[config.mk]
export PLATFORM = sky130hd
export DESIGN_NAME = dataTranslate
export DESIGN_NICKNAME = d
export VERILOG_FILES = /design/src/design/anticPkg.sv /design/src/design/gtiaPkg.sv /design/src/design/modeLineIf.sv /design/src/design/dlistSequencer.sv /design/src/design/playfieldSerializer.sv /design/src/design/scanlineOutput.sv /design/src/design/dataTranslate.sv
export SDC_FILE = /design/constraint.sdc
export NUM_CORES = 1
export LEC_CHECK = 0
export BUFFER_PORTS_ARGS = -buffer_cell sky130_fd_sc_hd__buf_2
export CORE_ASPECT_RATIO = 0.75
export CORE_UTILIZATION = 55
export CTS_CLUSTER_DIAMETER = 120
export DETAILED_ROUTE_END_ITERATION = 12
export PLACE_DENSITY = 0.86
export SLEW_MARGIN = 40
export SYNTH_ARGS = -nofsm -noshare
export SYNTH_HDL_FRONTEND = slang
export SYNTH_HIERARCHICAL = 1
export SYNTH_SLANG_ARGS = --single-unit
[constraint.sdc]
create_clock -name Fphi0 -period 2.71 [get_ports Fphi0]
set_input_delay 0.271 -clock Fphi0 [delete_from_list [all_inputs] [get_ports Fphi0]]
set_output_delay 0.271 -clock Fphi0 [all_outputs]
set_load 0.005 [all_outputs]
[src/design/anticPkg.sv]
// Display-list opcodes, sequencer states, playfield widths and byte-count rules
`default_nettype none

package anticPkg;

  // Low nibble of a display-list instruction; the remaining codes are unsupported
  typedef enum logic [3:0] {
    opBlank = 4'd0,
    opJump  = 4'd1,
    opChar2 = 4'd2,
    opMap14 = 4'd14
  } dlOpcode_t;

  typedef enum logic [3:0] {
    stIdle,
    stDecode,
    stBlank,
    stFetchLo,
    stFetchHi,
    stJumpLoad,
    stJumpEnd,
    stVblankWait,
    stModeBusy
  } seqState_t;

  // Playfield width as coded in DMA control bits 1-0
  typedef enum logic [1:0] {pfNone, pfNarrow, pfStandard, pfWide} pfWidth_t;

  localparam int charBits = 64;
  localparam int mapPixelsPerByte = 4;
  localparam int charScanLines = 8;
  localparam int mapScanLines = 1;

  // Bytes fetched per mode line for the wide-byte modes
  function automatic logic [6:0] charBytes(pfWidth_t width);
    case (width)
      pfNarrow:   return 7'd32;
      pfStandard: return 7'd40;
      pfWide:     return 7'd48;
      default:    return 7'd0;
    endcase
  endfunction

endpackage

`default_nettype wire

[src/design/gtiaPkg.sv]
// AN codes sent to the colour chip and the map-mode pixel colour table
`default_nettype none

package gtiaPkg;

  typedef enum logic [3:0] {
    anNone       = 4'b0000,
    anBackground = 4'b1000,
    anPlayfield0 = 4'b1100,
    anPlayfield1 = 4'b1101,
    anPlayfield2 = 4'b1110,
    anPlayfield3 = 4'b1111
  } anCode_t;

  typedef logic [1:0] mapPixel_t;

  // A two-bit map pixel selects background or one of the first three playfields
  function automatic anCode_t mapColour(mapPixel_t value);
    case (value)
      2'd0:    return anBackground;
      2'd1:    return anPlayfield0;
      2'd2:    return anPlayfield1;
      default: return anPlayfield2;
    endcase
  endfunction

endpackage

`default_nettype wire

[src/design/modeLineIf.sv]
// Mode-line handover between the instruction sequencer and the playfield serializer
`timescale 1ns/100ps
`default_nettype none

interface modeLineIf;
  import anticPkg::*;

  logic       start;
  dlOpcode_t  mode;
  logic       irHold;
  logic       done;
  logic [3:0] scanLines;

  modport sequencer (output start, output mode, output irHold, input done);

  modport serializer (input start, input mode, input irHold, output done, output scanLines);

  // Line-end observer used by the scan-line counter
  modport monitor (input done, input scanLines);

endinterface

`default_nettype wire

[src/design/dlistSequencer.sv]
// Display-list instruction sequencer: blank lines, jumps, memory-scan load and
// the vertical-blank wait, handing display modes to the serializer
`timescale 1ns/100ps
`default_nettype none

module dlistSequencer #(
  parameter int vblankCycles = 5012
) (
  input  logic         Fphi0,
  input  logic         rst,
  input  logic         advance,
  input  logic [7:0]   ir,
  input  logic         irRdy,
  modeLineIf.sequencer lineBus,
  output logic         blankLine,
  output logic         vblankClear,
  output logic         loadIr,
  output logic         loadDlistL,
  output logic         loadDlistH,
  output logic         loadPtr,
  output logic         loadDlist,
  output logic         loadMsrL,
  output logic         loadMsrH,
  output logic         dlistEnd
);
  import anticPkg::*;

  localparam int vbW = $clog2(vblankCycles + 1);

  seqState_t      state;
  logic [7:0]     irReg;
  logic [2:0]     blankCnt;
  logic [vbW-1:0] vblankCnt;
  logic           isJump;

  assign isJump = (irReg[3:0] == opJump);

  always_ff @(posedge Fphi0) begin
    if (advance && state == stIdle && irRdy) begin
      irReg <= ir;
    end
  end

  always_ff @(posedge Fphi0 or posedge rst) begin
    if (rst) begin
      state          <= stIdle;
      blankCnt       <= 3'd0;
      vblankCnt      <= '0;
      lineBus.start  <= 1'b0;
      lineBus.mode   <= opBlank;
      lineBus.irHold <= 1'b0;
      blankLine      <= 1'b0;
      vblankClear    <= 1'b0;
      loadIr         <= 1'b0;
      loadDlistL     <= 1'b0;
      loadDlistH     <= 1'b0;
      loadPtr        <= 1'b0;
      loadDlist      <= 1'b0;
      loadMsrL       <= 1'b0;
      loadMsrH       <= 1'b0;
      dlistEnd       <= 1'b0;
    end else if (advance) begin
      // Every strobe lasts a single advancing cycle
      lineBus.start <= 1'b0;
      blankLine     <= 1'b0;
      vblankClear   <= 1'b0;
      loadIr        <= 1'b0;
      loadDlistL    <= 1'b0;
      loadDlistH    <= 1'b0;
      loadPtr       <= 1'b0;
      loadDlist     <= 1'b0;
      loadMsrL      <= 1'b0;
      loadMsrH      <= 1'b0;
      dlistEnd      <= 1'b0;
      case (state)
        stIdle: begin
          if (irRdy) begin
            state <= stDecode;
          end
        end
        stDecode: begin
          case (irReg[3:0])
            opBlank: begin
              // First blank line goes out now, the rest are counted down
              blankLine <= 1'b1;
              blankCnt  <= irReg[6:4];
              state     <= stBlank;
            end
            opJump: begin
              loadIr <= 1'b1;
              state  <= stFetchLo;
            end
            opChar2, opMap14: begin
              lineBus.mode   <= dlOpcode_t'(irReg[3:0]);
              lineBus.irHold <= 1'b1;
              if (irReg[6]) begin
                loadIr <= 1'b1;
                state  <= stFetchLo;
              end else begin
                lineBus.start <= 1'b1;
                state         <= stModeBusy;
              end
            end
            default: begin
              loadIr <= 1'b1;
              state  <= stIdle;
            end
          endcase
        end
        stBlank: begin
          if (blankCnt != 3'd0) begin
            blankLine <= 1'b1;
            blankCnt  <= blankCnt - 3'd1;
          end else begin
            loadIr <= 1'b1;
            state  <= stIdle;
          end
        end
        stFetchLo: begin
          if (irRdy) begin
            loadIr     <= 1'b1;
            loadDlistL <= isJump;
            loadPtr    <= isJump;
            loadMsrL   <= !isJump;
            state      <= stFetchHi;
          end
        end
        stFetchHi: begin
          if (irRdy) begin
            if (isJump) begin
              loadDlistH <= 1'b1;
              state      <= stJumpLoad;
            end else begin
              loadMsrH      <= 1'b1;
              lineBus.start <= 1'b1;
              state         <= stModeBusy;
            end
          end
        end
        stJumpLoad: begin
          loadDlist <= 1'b1;
          if (irReg[6]) begin
            // Jump-and-wait closes the list until vertical blank is over
            dlistEnd  <= 1'b1;
            vblankCnt <= '0;
            state     <= stVblankWait;
          end else begin
            state <= stJumpEnd;
          end
        end
        stJumpEnd: begin
          loadIr <= 1'b1;
          state  <= stIdle;
        end
        stVblankWait: begin
          vblankCnt <= vblankCnt + 1'b1;
          if (vblankCnt == vbW'(vblankCycles - 1)) begin
            vblankClear <= 1'b1;
            loadIr      <= 1'b1;
            state       <= stIdle;
          end
        end
        stModeBusy: begin
          if (lineBus.done) begin
            lineBus.irHold <= 1'b0;
            loadIr         <= 1'b1;
            state          <= stIdle;
          end
        end
        default: state <= stIdle;
      endcase
    end
  end

  // Both display-list address bytes must never land in the same cycle
  assert property (@(posedge Fphi0) disable iff (rst) !(loadDlistL && loadDlistH));

endmodule

`default_nettype wire

[src/design/playfieldSerializer.sv]
// Playfield serializer: fetches mode-line bytes and shifts out character-mode
// or map-mode pixels as AN codes
`timescale 1ns/100ps
`default_nettype none

module playfieldSerializer (
  input  logic               Fphi0,
  input  logic               rst,
  input  logic               advance,
  modeLineIf.serializer      lineBus,
  input  anticPkg::pfWidth_t pfWidth,
  input  logic [7:0]         msrData,
  input  logic               msrDataRdy,
  input  logic [63:0]        charData,
  input  logic               charLoaded,
  output logic               loadMsrData,
  output logic               incrMsr,
  output logic               loadChar,
  output gtiaPkg::anCode_t   pixel,
  output logic               pixelValid
);
  import anticPkg::*;
  import gtiaPkg::*;

  typedef enum logic [1:0] {serIdle, serMsrWait, serCharWait, serShift} serState_t;

  serState_t  state;
  logic       isChar;
  logic [6:0] byteCnt;
  logic [6:0] bitIdx;
  logic [1:0] pixIdx;
  logic       repeatFlag;
  logic [7:0] msrByte;
  logic       byteLast;

  // Last pixel of the current byte; a map pixel ends on its second copy
  assign byteLast = isChar ? (bitIdx == 7'(charBits - 1))
                           : (repeatFlag && pixIdx == 2'(mapPixelsPerByte - 1));

  always_ff @(posedge Fphi0) begin
    if (advance && state == serMsrWait && msrDataRdy) begin
      msrByte <= msrData;
    end
  end

  always_ff @(posedge Fphi0 or posedge rst) begin
    if (rst) begin
      state             <= serIdle;
      isChar            <= 1'b0;
      byteCnt           <= 7'd0;
      bitIdx            <= 7'd0;
      pixIdx            <= 2'd0;
      repeatFlag        <= 1'b0;
      loadMsrData       <= 1'b0;
      incrMsr           <= 1'b0;
      loadChar          <= 1'b0;
      pixel             <= anNone;
      pixelValid        <= 1'b0;
      lineBus.done      <= 1'b0;
      lineBus.scanLines <= 4'd0;
    end else if (advance) begin
      loadMsrData  <= 1'b0;
      incrMsr      <= 1'b0;
      loadChar     <= 1'b0;
      pixelValid   <= 1'b0;
      lineBus.done <= 1'b0;
      case (state)
        serIdle: begin
          if (lineBus.start && lineBus.irHold) begin
            isChar            <= (lineBus.mode == opChar2);
            lineBus.scanLines <= (lineBus.mode == opChar2) ? 4'(charScanLines)
                                                           : 4'(mapScanLines);
            byteCnt           <= charBytes(pfWidth);
            if (pfWidth == pfNone) begin
              // No playfield, so the line is finished without any fetch
              lineBus.done <= 1'b1;
            end else begin
              loadMsrData <= 1'b1;
              incrMsr     <= 1'b1;
              state       <= serMsrWait;
            end
          end
        end
        serMsrWait: begin
          if (msrDataRdy) begin
            if (isChar) begin
              loadChar <= 1'b1;
              state    <= serCharWait;
            end else begin
              pixIdx     <= 2'd0;
              repeatFlag <= 1'b0;
              state      <= serShift;
            end
          end
        end
        serCharWait: begin
          if (charLoaded) begin
            bitIdx <= 7'd0;
            state  <= serShift;
          end
        end
        serShift: begin
          pixelValid <= 1'b1;
          if (isChar) begin
            // Set bits are the foreground colour, clear bits the background
            pixel  <= charData[bitIdx[5:0]] ? anPlayfield1 : anPlayfield2;
            bitIdx <= byteLast ? 7'd0 : bitIdx + 7'd1;
          end else begin
            pixel      <= mapColour({msrByte[{pixIdx, 1'b0}], msrByte[{pixIdx, 1'b1}]});
            repeatFlag <= !repeatFlag;
            if (repeatFlag) begin
              pixIdx <= pixIdx + 2'd1;
            end
          end
          if (byteLast) begin
            byteCnt <= byteCnt - 7'd1;
            if (byteCnt == 7'd1) begin
              lineBus.done <= 1'b1;
              state        <= serIdle;
            end else begin
              loadMsrData <= 1'b1;
              incrMsr     <= 1'b1;
              state       <= serMsrWait;
            end
          end
        end
        default: state <= serIdle;
      endcase
    end
  end

  assert property (@(posedge Fphi0) disable iff (rst)
    (state == serShift && isChar) |-> bitIdx < 7'(charBits));

endmodule

`default_nettype wire

[src/design/scanlineOutput.sv]
// Output stage: registered AN code, scan-line count, line-sync pulse and the
// global advance enable
`timescale 1ns/100ps
`default_nettype none

module scanlineOutput (
  input  logic             Fphi0,
  input  logic             rst,
  input  logic             dma,
  input  logic             rdy,
  input  gtiaPkg::anCode_t pixel,
  input  logic             pixelValid,
  input  logic             blankLine,
  modeLineIf.monitor       lineBus,
  input  logic             vblankClear,
  input  logic             dlistEnd,
  output logic             advance,
  output gtiaPkg::anCode_t an,
  output logic [7:0]       vcount,
  output logic             updateWsync
);
  import gtiaPkg::*;

  logic vblankHold;

  // The translator freezes while DMA owns the bus and the memory is not ready
  assign advance = !(dma && !rdy);

  always_ff @(posedge Fphi0 or posedge rst) begin
    if (rst) begin
      an <= anNone;
    end else if (!advance) begin
      an <= anNone;
    end else begin
      an <= pixelValid ? pixel : anNone;
    end
  end

  always_ff @(posedge Fphi0 or posedge rst) begin
    if (rst) begin
      vcount      <= 8'd0;
      vblankHold  <= 1'b0;
      updateWsync <= 1'b0;
    end else if (advance) begin
      if (vblankClear) begin
        vcount <= 8'd0;
      end else if (lineBus.done) begin
        vcount <= vcount + 8'(lineBus.scanLines);
      end else if (blankLine) begin
        vcount <= vcount + 8'd1;
      end
      // Sync stays up for the whole vertical-blank wait
      if (dlistEnd) begin
        vblankHold <= 1'b1;
      end else if (vblankClear) begin
        vblankHold <= 1'b0;
      end
      updateWsync <= lineBus.done || dlistEnd || (vblankHold && !vblankClear);
    end
  end

  // A stalled cycle must never leak a pixel on the following cycle
  assert property (@(posedge Fphi0) disable iff (rst) !advance |=> an == anNone);

endmodule

`default_nettype wire

[src/design/dataTranslate.sv]
// Display-list translator top level: sequencer, serializer and output stage
`timescale 1ns/100ps
`default_nettype none

module dataTranslate #(
  parameter int vblankCycles = 5012
) (
  input  logic             Fphi0,
  input  logic             rst,
  input  logic [7:0]       ir,
  input  logic             irRdy,
  input  logic [7:0]       dmactl,
  input  logic [7:0]       msrData,
  input  logic             msrDataRdy,
  input  logic [63:0]      charData,
  input  logic             charLoaded,
  input  logic             dma,
  input  logic             rdy,
  output logic             loadIr,
  output logic             loadDlistL,
  output logic             loadDlistH,
  output logic             loadPtr,
  output logic             loadDlist,
  output logic             loadMsrL,
  output logic             loadMsrH,
  output logic             loadMsrData,
  output logic             incrMsr,
  output logic             loadChar,
  output gtiaPkg::anCode_t an,
  output logic [7:0]       vcount,
  output logic             updateWsync,
  output logic             dlistEnd
);
  import anticPkg::*;
  import gtiaPkg::*;

  logic     advance;
  logic     blankLine;
  logic     vblankClear;
  logic     pixelValid;
  anCode_t  pixel;
  pfWidth_t pfWidth;

  // Playfield width lives in the two low bits of the DMA control byte
  assign pfWidth = pfWidth_t'(dmactl[1:0]);

  modeLineIf lineBus ();

  dlistSequencer #(
    .vblankCycles(vblankCycles)
  ) sequencer0 (
    .Fphi0(Fphi0), .rst(rst), .advance(advance), .ir(ir), .irRdy(irRdy),
    .lineBus(lineBus.sequencer), .blankLine(blankLine), .vblankClear(vblankClear),
    .loadIr(loadIr), .loadDlistL(loadDlistL), .loadDlistH(loadDlistH), .loadPtr(loadPtr),
    .loadDlist(loadDlist), .loadMsrL(loadMsrL), .loadMsrH(loadMsrH), .dlistEnd(dlistEnd)
  );

  playfieldSerializer serializer0 (
    .Fphi0(Fphi0), .rst(rst), .advance(advance), .lineBus(lineBus.serializer),
    .pfWidth(pfWidth), .msrData(msrData), .msrDataRdy(msrDataRdy), .charData(charData),
    .charLoaded(charLoaded), .loadMsrData(loadMsrData), .incrMsr(incrMsr),
    .loadChar(loadChar), .pixel(pixel), .pixelValid(pixelValid)
  );

  scanlineOutput output0 (
    .Fphi0(Fphi0), .rst(rst), .dma(dma), .rdy(rdy), .pixel(pixel),
    .pixelValid(pixelValid), .blankLine(blankLine), .lineBus(lineBus.monitor),
    .vblankClear(vblankClear), .dlistEnd(dlistEnd), .advance(advance), .an(an),
    .vcount(vcount), .updateWsync(updateWsync)
  );

endmodule

`default_nettype wire

==> results of run 1 <==
==> cells in the mapped netlist, types with 9 or more instances <==
cell type	instances	area [µm²]
a21oi_1	14	70.1
and3_1	12	75.1
buf_2	10	50.1
dfrtp_1	78	1950
edfxtp_1	15	450
ha_1	15	188
inv_1	28	105
mux2i_1	13	130
nand2_1	44	165
nand2b_1	10	62.6
nand3_1	19	95.1
nor2_1	31	116
nor3_1	9	45.0
o21ai_0	36	180
o31ai_1	15	113
==> critical path: stages (launching register included) <==
cell,delay [ns]
dfrtp_1,0.65
buf_4,0.28
ha_1,0.23
nand3_2,0.16
o311ai_4,0.42
nand2_1,0.27
a211o_1,0.35
==> state kept, by name, indices dropped and copies added, names as in the netlist, 2 cells and up <==
register,count
serializer0/lineBus.scanLines,2
serializer0/pixIdx,2
serializer0/state,2
serializer0/msrByte,8
sequencer0/irReg,7
sequencer0/vblankCnt,13
serializer0/pixel,4
serializer0/bitIdx,7
sequencer0/state,4
output0/an,4
sequencer0/blankCnt,3
sequencer0/lineBus.mode,4
serializer0/byteCnt,7
output0/vcount,8
==> layout by cell type, fill, tap and decap left out, types with 5 or more instances in the layout <==
cell and instances:
and3_1 12, and2_1 5, o31ai_1 15, buf_4 9, mux4_2 8, clkbuf_16 9
ha_1 15, nand3b_1 8, nor2_1 31, inv_1 28, xor2_1 8, mux2_2 8
nand3_1 19, a21oi_1 14, o21ai_0 36, nand4_1 7, mux2i_1 13, buf_2 111
nand2_1 44, nand2b_1 10, nor3_1 9, nor2b_1 7, edfxtp_1 15, nor4_1 5
dfrtp_1 78, mux4_1 8
==> area by class of cell <==
class                      count  area, µm²
tap                          132        165
clock inverter                 6       87.6
fill                         741       3230
multi-input combinational    376       2860
sequential                    93       2400
inverter                      29        109
timing repair buffer         122        653
clock buffer                  10        229
==> power by group <==
group | internal (mW) | leakage, nW | switching [mW]
Combinational | 0.956 | 1.71 | 1.09
Clock | 0.806 | 0.145 | 0.514
Sequential | 1.77 | 1.16 | 0.363
Total | 3.53 | 3.02 | 1.97
==> metrics by stage <==
step	power (mW)	setup WS (ns)
after floorplan	3.61	0.783
after global placement	4.01	0.354
after detailed placement	4.15	0.281
after CTS	5.49	0.249
after global routing	5.84	0.0246
final	5.50	0.219
==> timing repair <==
item / CTS / global route
buffers inserted: 0 / 0
hold endpoints to repair: 9 / 0
resized for setup: 0 / 0
hold buffers: 1 / 0
==> worst max-delay path by stage <==
stage	start	to	slack, ns
finish	serializer0/bitIdx[0]$_DFFE_PP0P_	serializer0/byteCnt[4]$_DFFE_PP0P_	0.22
detailed placement	serializer0/bitIdx[0]$_DFFE_PP0P_	serializer0/byteCnt[4]$_DFFE_PP0P_	0.28
CTS	serializer0/bitIdx[0]$_DFFE_PP0P_	serializer0/byteCnt[4]$_DFFE_PP0P_	0.25
global placement	serializer0/bitIdx[0]$_DFFE_PP0P_	serializer0/byteCnt[4]$_DFFE_PP0P_	0.35
floorplan	serializer0/bitIdx[0]$_DFFE_PP0P_	serializer0/pixel[0]$_DFFE_PP0P_	0.78
global route	serializer0/bitIdx[0]$_DFFE_PP0P_	serializer0/byteCnt[4]$_DFFE_PP0P_	0.02
==> layer usage <==
metal  up-vias  track usage
met2       194        0.419
met5         -            0
li1       2171            -
met3        23       0.0657
met4         0       0.0734
met1      2217        0.320
==> logic make-up after synthesis <==
logic type                 share of synthesized area
and+or+nand+nor                                0.192
AOI/OAI and AO/OA                              0.151
DFF                                            0.433
buffers and inverters                         0.0523
muxes                                          0.114
adders and majority gates                     0.0375
xor gates and xnor gates                      0.0190
other                                       0.000676
==> results.json, run 1 <==
{
  "port_buffers": 111,
  "setup_viol": 0,
  "cts_tree": "yes",
  "grtUsageTotal": 0.248,
  "r2r_end": "serializer0/byteCnt[4]$_DFFE_PP0P_",
  "met1_length_um": 5460,
  "synthArstFlopShare": 0.839,
  "antenna_found_initial": 0,
  "stdcell_area_um2": 6500,
  "p_leak_nw": 3.02,
  "seq_area_frac_synth": 0.433,
  "fin_nets": 742,
  "wl_um": 12700,
  "pin_count": 119,
  "fin_setup_tns_ns": 0,
  "dr_wl_met2_um": 6130,
  "maxSlewViolCount": 0,
  "die_area_um2": 10500,
  "syn_avg_cell_area_um2": 10.5,
  "drt-initial-drc-count": 334,
  "grt_max_degree": 36,
  "syn_area_um2": 5550,
  "clock_latency_ns": 0.34,
  "critPathLaunchType": "flip-flop",
  "power.density_nw_per_um2": 845,
  "ir_worst_vdd_mv": 0.633,
  "layout_min_cycle_time_ns": 2.49,
  "cts_buffers": 9,
  "dp.cells": 751,
  "crit_type": "reg2reg",
  "highest_layer": "met4",
  "status": "complete, no violations",
  "fin_hold_ws_ns": 0.106,
  "finClkSkew_ns": 0.00691,
  "final_core_util": 0.668,
  "postPlaceCellArea_um2": 6180,
  "via_per_inst": 6.00,
  "hold_path_class": "in2reg",
  "yosysWarnings": 6,
  "drive_above_1_share": 0.269,
  "crit_required_ns": 2.93,
  "ff2ff_setup_slack_ns": 0.22,
  "cap_violations": 0,
  "grt.overflow.total": 0,
  "core_area_um2": 9740,
  "clk_pin_slew_ns": 0.06,
  "worstMarginPinSlew_ns": 0.693,
  "num_rows": 31,
  "insertedDiodeCount": 0,
  "finalWeightedCongestion": 0.865,
  "grt_pass1_wl_um": 20700,
  "dr_wl_met3_um": 933,
  "initial_utilization": 0.570,
  "fmax_ghz": 0.401,
  "htree_levels": 3,
  "path_max_fanout": 13,
  "min_from": "msrData[5]",
  "dp_hpwl_um": 9320,
  "r2r_start": "serializer0/bitIdx[0]$_DFFE_PP0P_",
  "drc": 0,
  "rsz0062_at_grt": "no",
  "worst_slew_margin_rel": 0.536,
  "synthFlopType": "dfrtp_1",
  "clockRootBuffer": "clkbuf_16",
  "arrival_ns": 2.71,
  "hold_viol_final": 0,
  "vias": 4605,
  "dieWidth_um": 118,
  "ant_nets": 0,
  "syn-instance-count": 528,
  "min_delay_path_depth": 1,
  "ys_ff_latch": 93,
  "instances_no_fill": 768,
  "min_to": "serializer0/msrByte[5]$_DFFE_PP_",
  "fin_crit_sh": 0.919,
  "crit_path_end_kind": "flip-flop",
  "ff2ff_path_depth": 6,
  "grt_pass1_vias": 4362,
  "die_height_um": 89.0,
  "area_delta_synth_final_pct": 17.3,
  "clock-sinks": 93,
  "firstDrtPassIters": 5,
  "wire_per_inst_um": 16.5,
  "synth_edf_count": 15,
  "clockBufferDepth": 2,
  "synth_cell_types": 81
}
Note: power is estimated with default switching activity, not from simulation.
==> run 2: changes to the inputs <==
Settings changed: RECOVER_POWER from default to 25.
==> run 2 against run 1 <==
  * The run now ends with max-capacitance violations, max-slew violations left
  * Cell area fell by 0.17%
  * Register-to-register slack barely moved
  * First-iteration DRC count rose by 4.2%
  * Die area did not move
  * Combinational power barely moved
  * Setup slack improved by 0.014 ns
  * Largest cell class unchanged
  * Sequential power barely moved
  * Via count barely moved
  * Critical path depth did not move
  * Fmax rose by 0.56%
  * Highest routed layer unchanged
  * Routed wire length fell by 0.29%
==> results.json, run 2 (synthesized netlist as in run 1, its figures left out) <==
{
  "critPathLaunchType": "flip-flop",
  "cts_tree": "yes",
  "clockBufferDepth": 2,
  "p_total_mw": 5.49,
  "grtUsageTotal": 0.248,
  "grt_pass1_wl_um": 20700,
  "vias": 4603,
  "power.density_nw_per_um2": 845,
  "wire_per_inst_um": 16.5,
  "clockRootBuffer": "clkbuf_16",
  "fmax_ghz": 0.404,
  "die_area_um2": 10500,
  "largest_register": "sequencer0/vblankCnt",
  "fin_nets": 742,
  "drc": 0,
  "insertedDiodeCount": 0,
  "hold_path_class": "in2reg",
  "crit_type": "reg2reg",
  "ff2ff_setup_slack_ns": 0.23,
  "rsz0062_at_grt": "no",
  "fin_crit_sh": 0.914,
  "ir_worst_vdd_mv": 0.633,
  "grt_max_degree": 36,
  "dp_hpwl_um": 9320,
  "arrival_ns": 2.70,
  "grt_pass1_vias": 4362,
  "via_per_inst": 5.99,
  "clock_latency_ns": 0.34,
  "ant_nets": 0,
  "wl_um": 12700,
  "clock-sinks": 93,
  "reg_top3": "sequencer0/vblankCnt x13, output0/vcount x8, serializer0/msrByte x8",
  "area_delta_synth_final_pct": 17.1,
  "final_cell_mix": "110 x buf_2, 78 x dfrtp_1, 44 x nand2_1, 36 x o21ai_0, 31 x nor2_1",
  "setup_viol": 0,
  "clk_pin_slew_ns": 0.06,
  "crit_path_end_kind": "flip-flop",
  "finClkSkew_ns": 0.00623,
  "finalWeightedCongestion": 0.865,
  "largest_reg_flops": 13,
  "fin_setup_tns_ns": 0,
  "grt.overflow.total": 0,
  "antenna_found_initial": 0,
  "drive_above_1_share": 0.263,
  "initial_utilization": 0.570,
  "path_max_fanout": 13,
  "worst_slew_margin_rel": -0.0782,
  "dieWidth_um": 118,
  "status": "finished with violations",
  "core_area_um2": 9740,
  "cts_buffers": 9,
  "port_buffers": 111,
  "maxSlewViolCount": 30,
  "hold_viol_final": 0,
  "p_leak_nw": 3.01,
  "violations": "max-capacitance violations, max-slew violations",
  "crit_required_ns": 2.93,
  "worstMarginPinSlew_ns": 1.62,
  "layout_min_cycle_time_ns": 2.48,
  "pin_count": 119,
  "final_common_cell": "buf_2",
  "cap_violations": 1,
  "num_rows": 31,
  "postCtsSetupBuffers": 0,
  "firstDrtPassIters": 5,
  "htree_levels": 3,
  "die_height_um": 89.0,
  "drt-initial-drc-count": 348
}
run 2: area by class of cell:
type,instances,area (µm²)
Clock inverter,6,87.6
Fill cell,746,3240
Inverter,29,109
Sequential cell,93,2400
Clock buffer,10,229
Multi-Input combinational cell,376,2850
Timing Repair Buffer,122,644
Tap cell,132,165
run 2: worst paths after layout:
| check | startpoint | to | depth (start not counted) |
|---|---|---|---|
| setup / recovery | serializer0/bitIdx[0]$_DFFE_PP0P_ | serializer0/byteCnt[4]$_DFFE_PP0P_ | 6 |
| hold / removal | msrData[5] | serializer0/msrByte[5]$_DFFE_PP_ | 1 |
| setup reg to reg | serializer0/bitIdx[0]$_DFFE_PP0P_ | serializer0/byteCnt[4]$_DFFE_PP0P_ | 6 |
| hold reg to reg | sequencer0/lineBus.mode[1]$_DFFE_PP0P_ | sequencer0/lineBus.mode[1]$_DFFE_PP0P_ | 1 |
| max in group asynchronous | rst | serializer0/byteCnt[1]$_DFFE_PP0P_ | 4 |
| min in group asynchronous | rst | output0/an[2]$_DFF_PP0_ | 3 |
run 2: metal layers:
metal / routed length (µm) / track usage / vias to the layer above / share of wire
met5: 0 / 0 / - / 0
met4: 163 / 0.0734 / 0 / 0.013
met3: 1010 / 0.0657 / 16 / 0.080
met2: 6140 / 0.419 / 199 / 0.48
met1: 5350 / 0.320 / 2216 / 0.42
li1: - / - / 2172 / -
run 2: power by group:
part | internal (mW) | total, mW | switching, mW
clock | 0.806 | 1.32 | 0.512
combinational | 0.954 | 2.04 | 1.09
sequential | 1.77 | 2.13 | 0.363
total | 3.53 | 5.49 | 1.96
run 2: timing repair:
action / CTS / global route
hold buffers: 1 / 0
gates resized for setup: 0 / 0
endpoints found under the hold margin: 9 / 0
run 2: worst max-delay path: stages (launching register included):
cell and delay, ns:
dfrtp_1 0.65, buf_4 0.28, ha_1 0.23, nand3_2 0.16, o311ai_4 0.41, nand2_1 0.27, a211o_1 0.35
run 2: per-stage QoR:
step / area [µm²] / std cells / util / hold WS, ns / worst slack (ns)
2_1_floorplan: 5550 / 529 / - / 0.160 / 0.783
3_3_place_gp: 6180 / 751 / 0.634 / 0.344 / 0.354
3_5_place_dp: 6180 / 751 / 0.634 / 0.355 / 0.281
4_1_cts: 6500 / 768 / 0.668 / 0.0956 / 0.249
5_1_grt: 6490 / 768 / 0.667 / 0.0900 / 0.0246
6_report: 6490 / 768 / 0.667 / 0.106 / 0.233
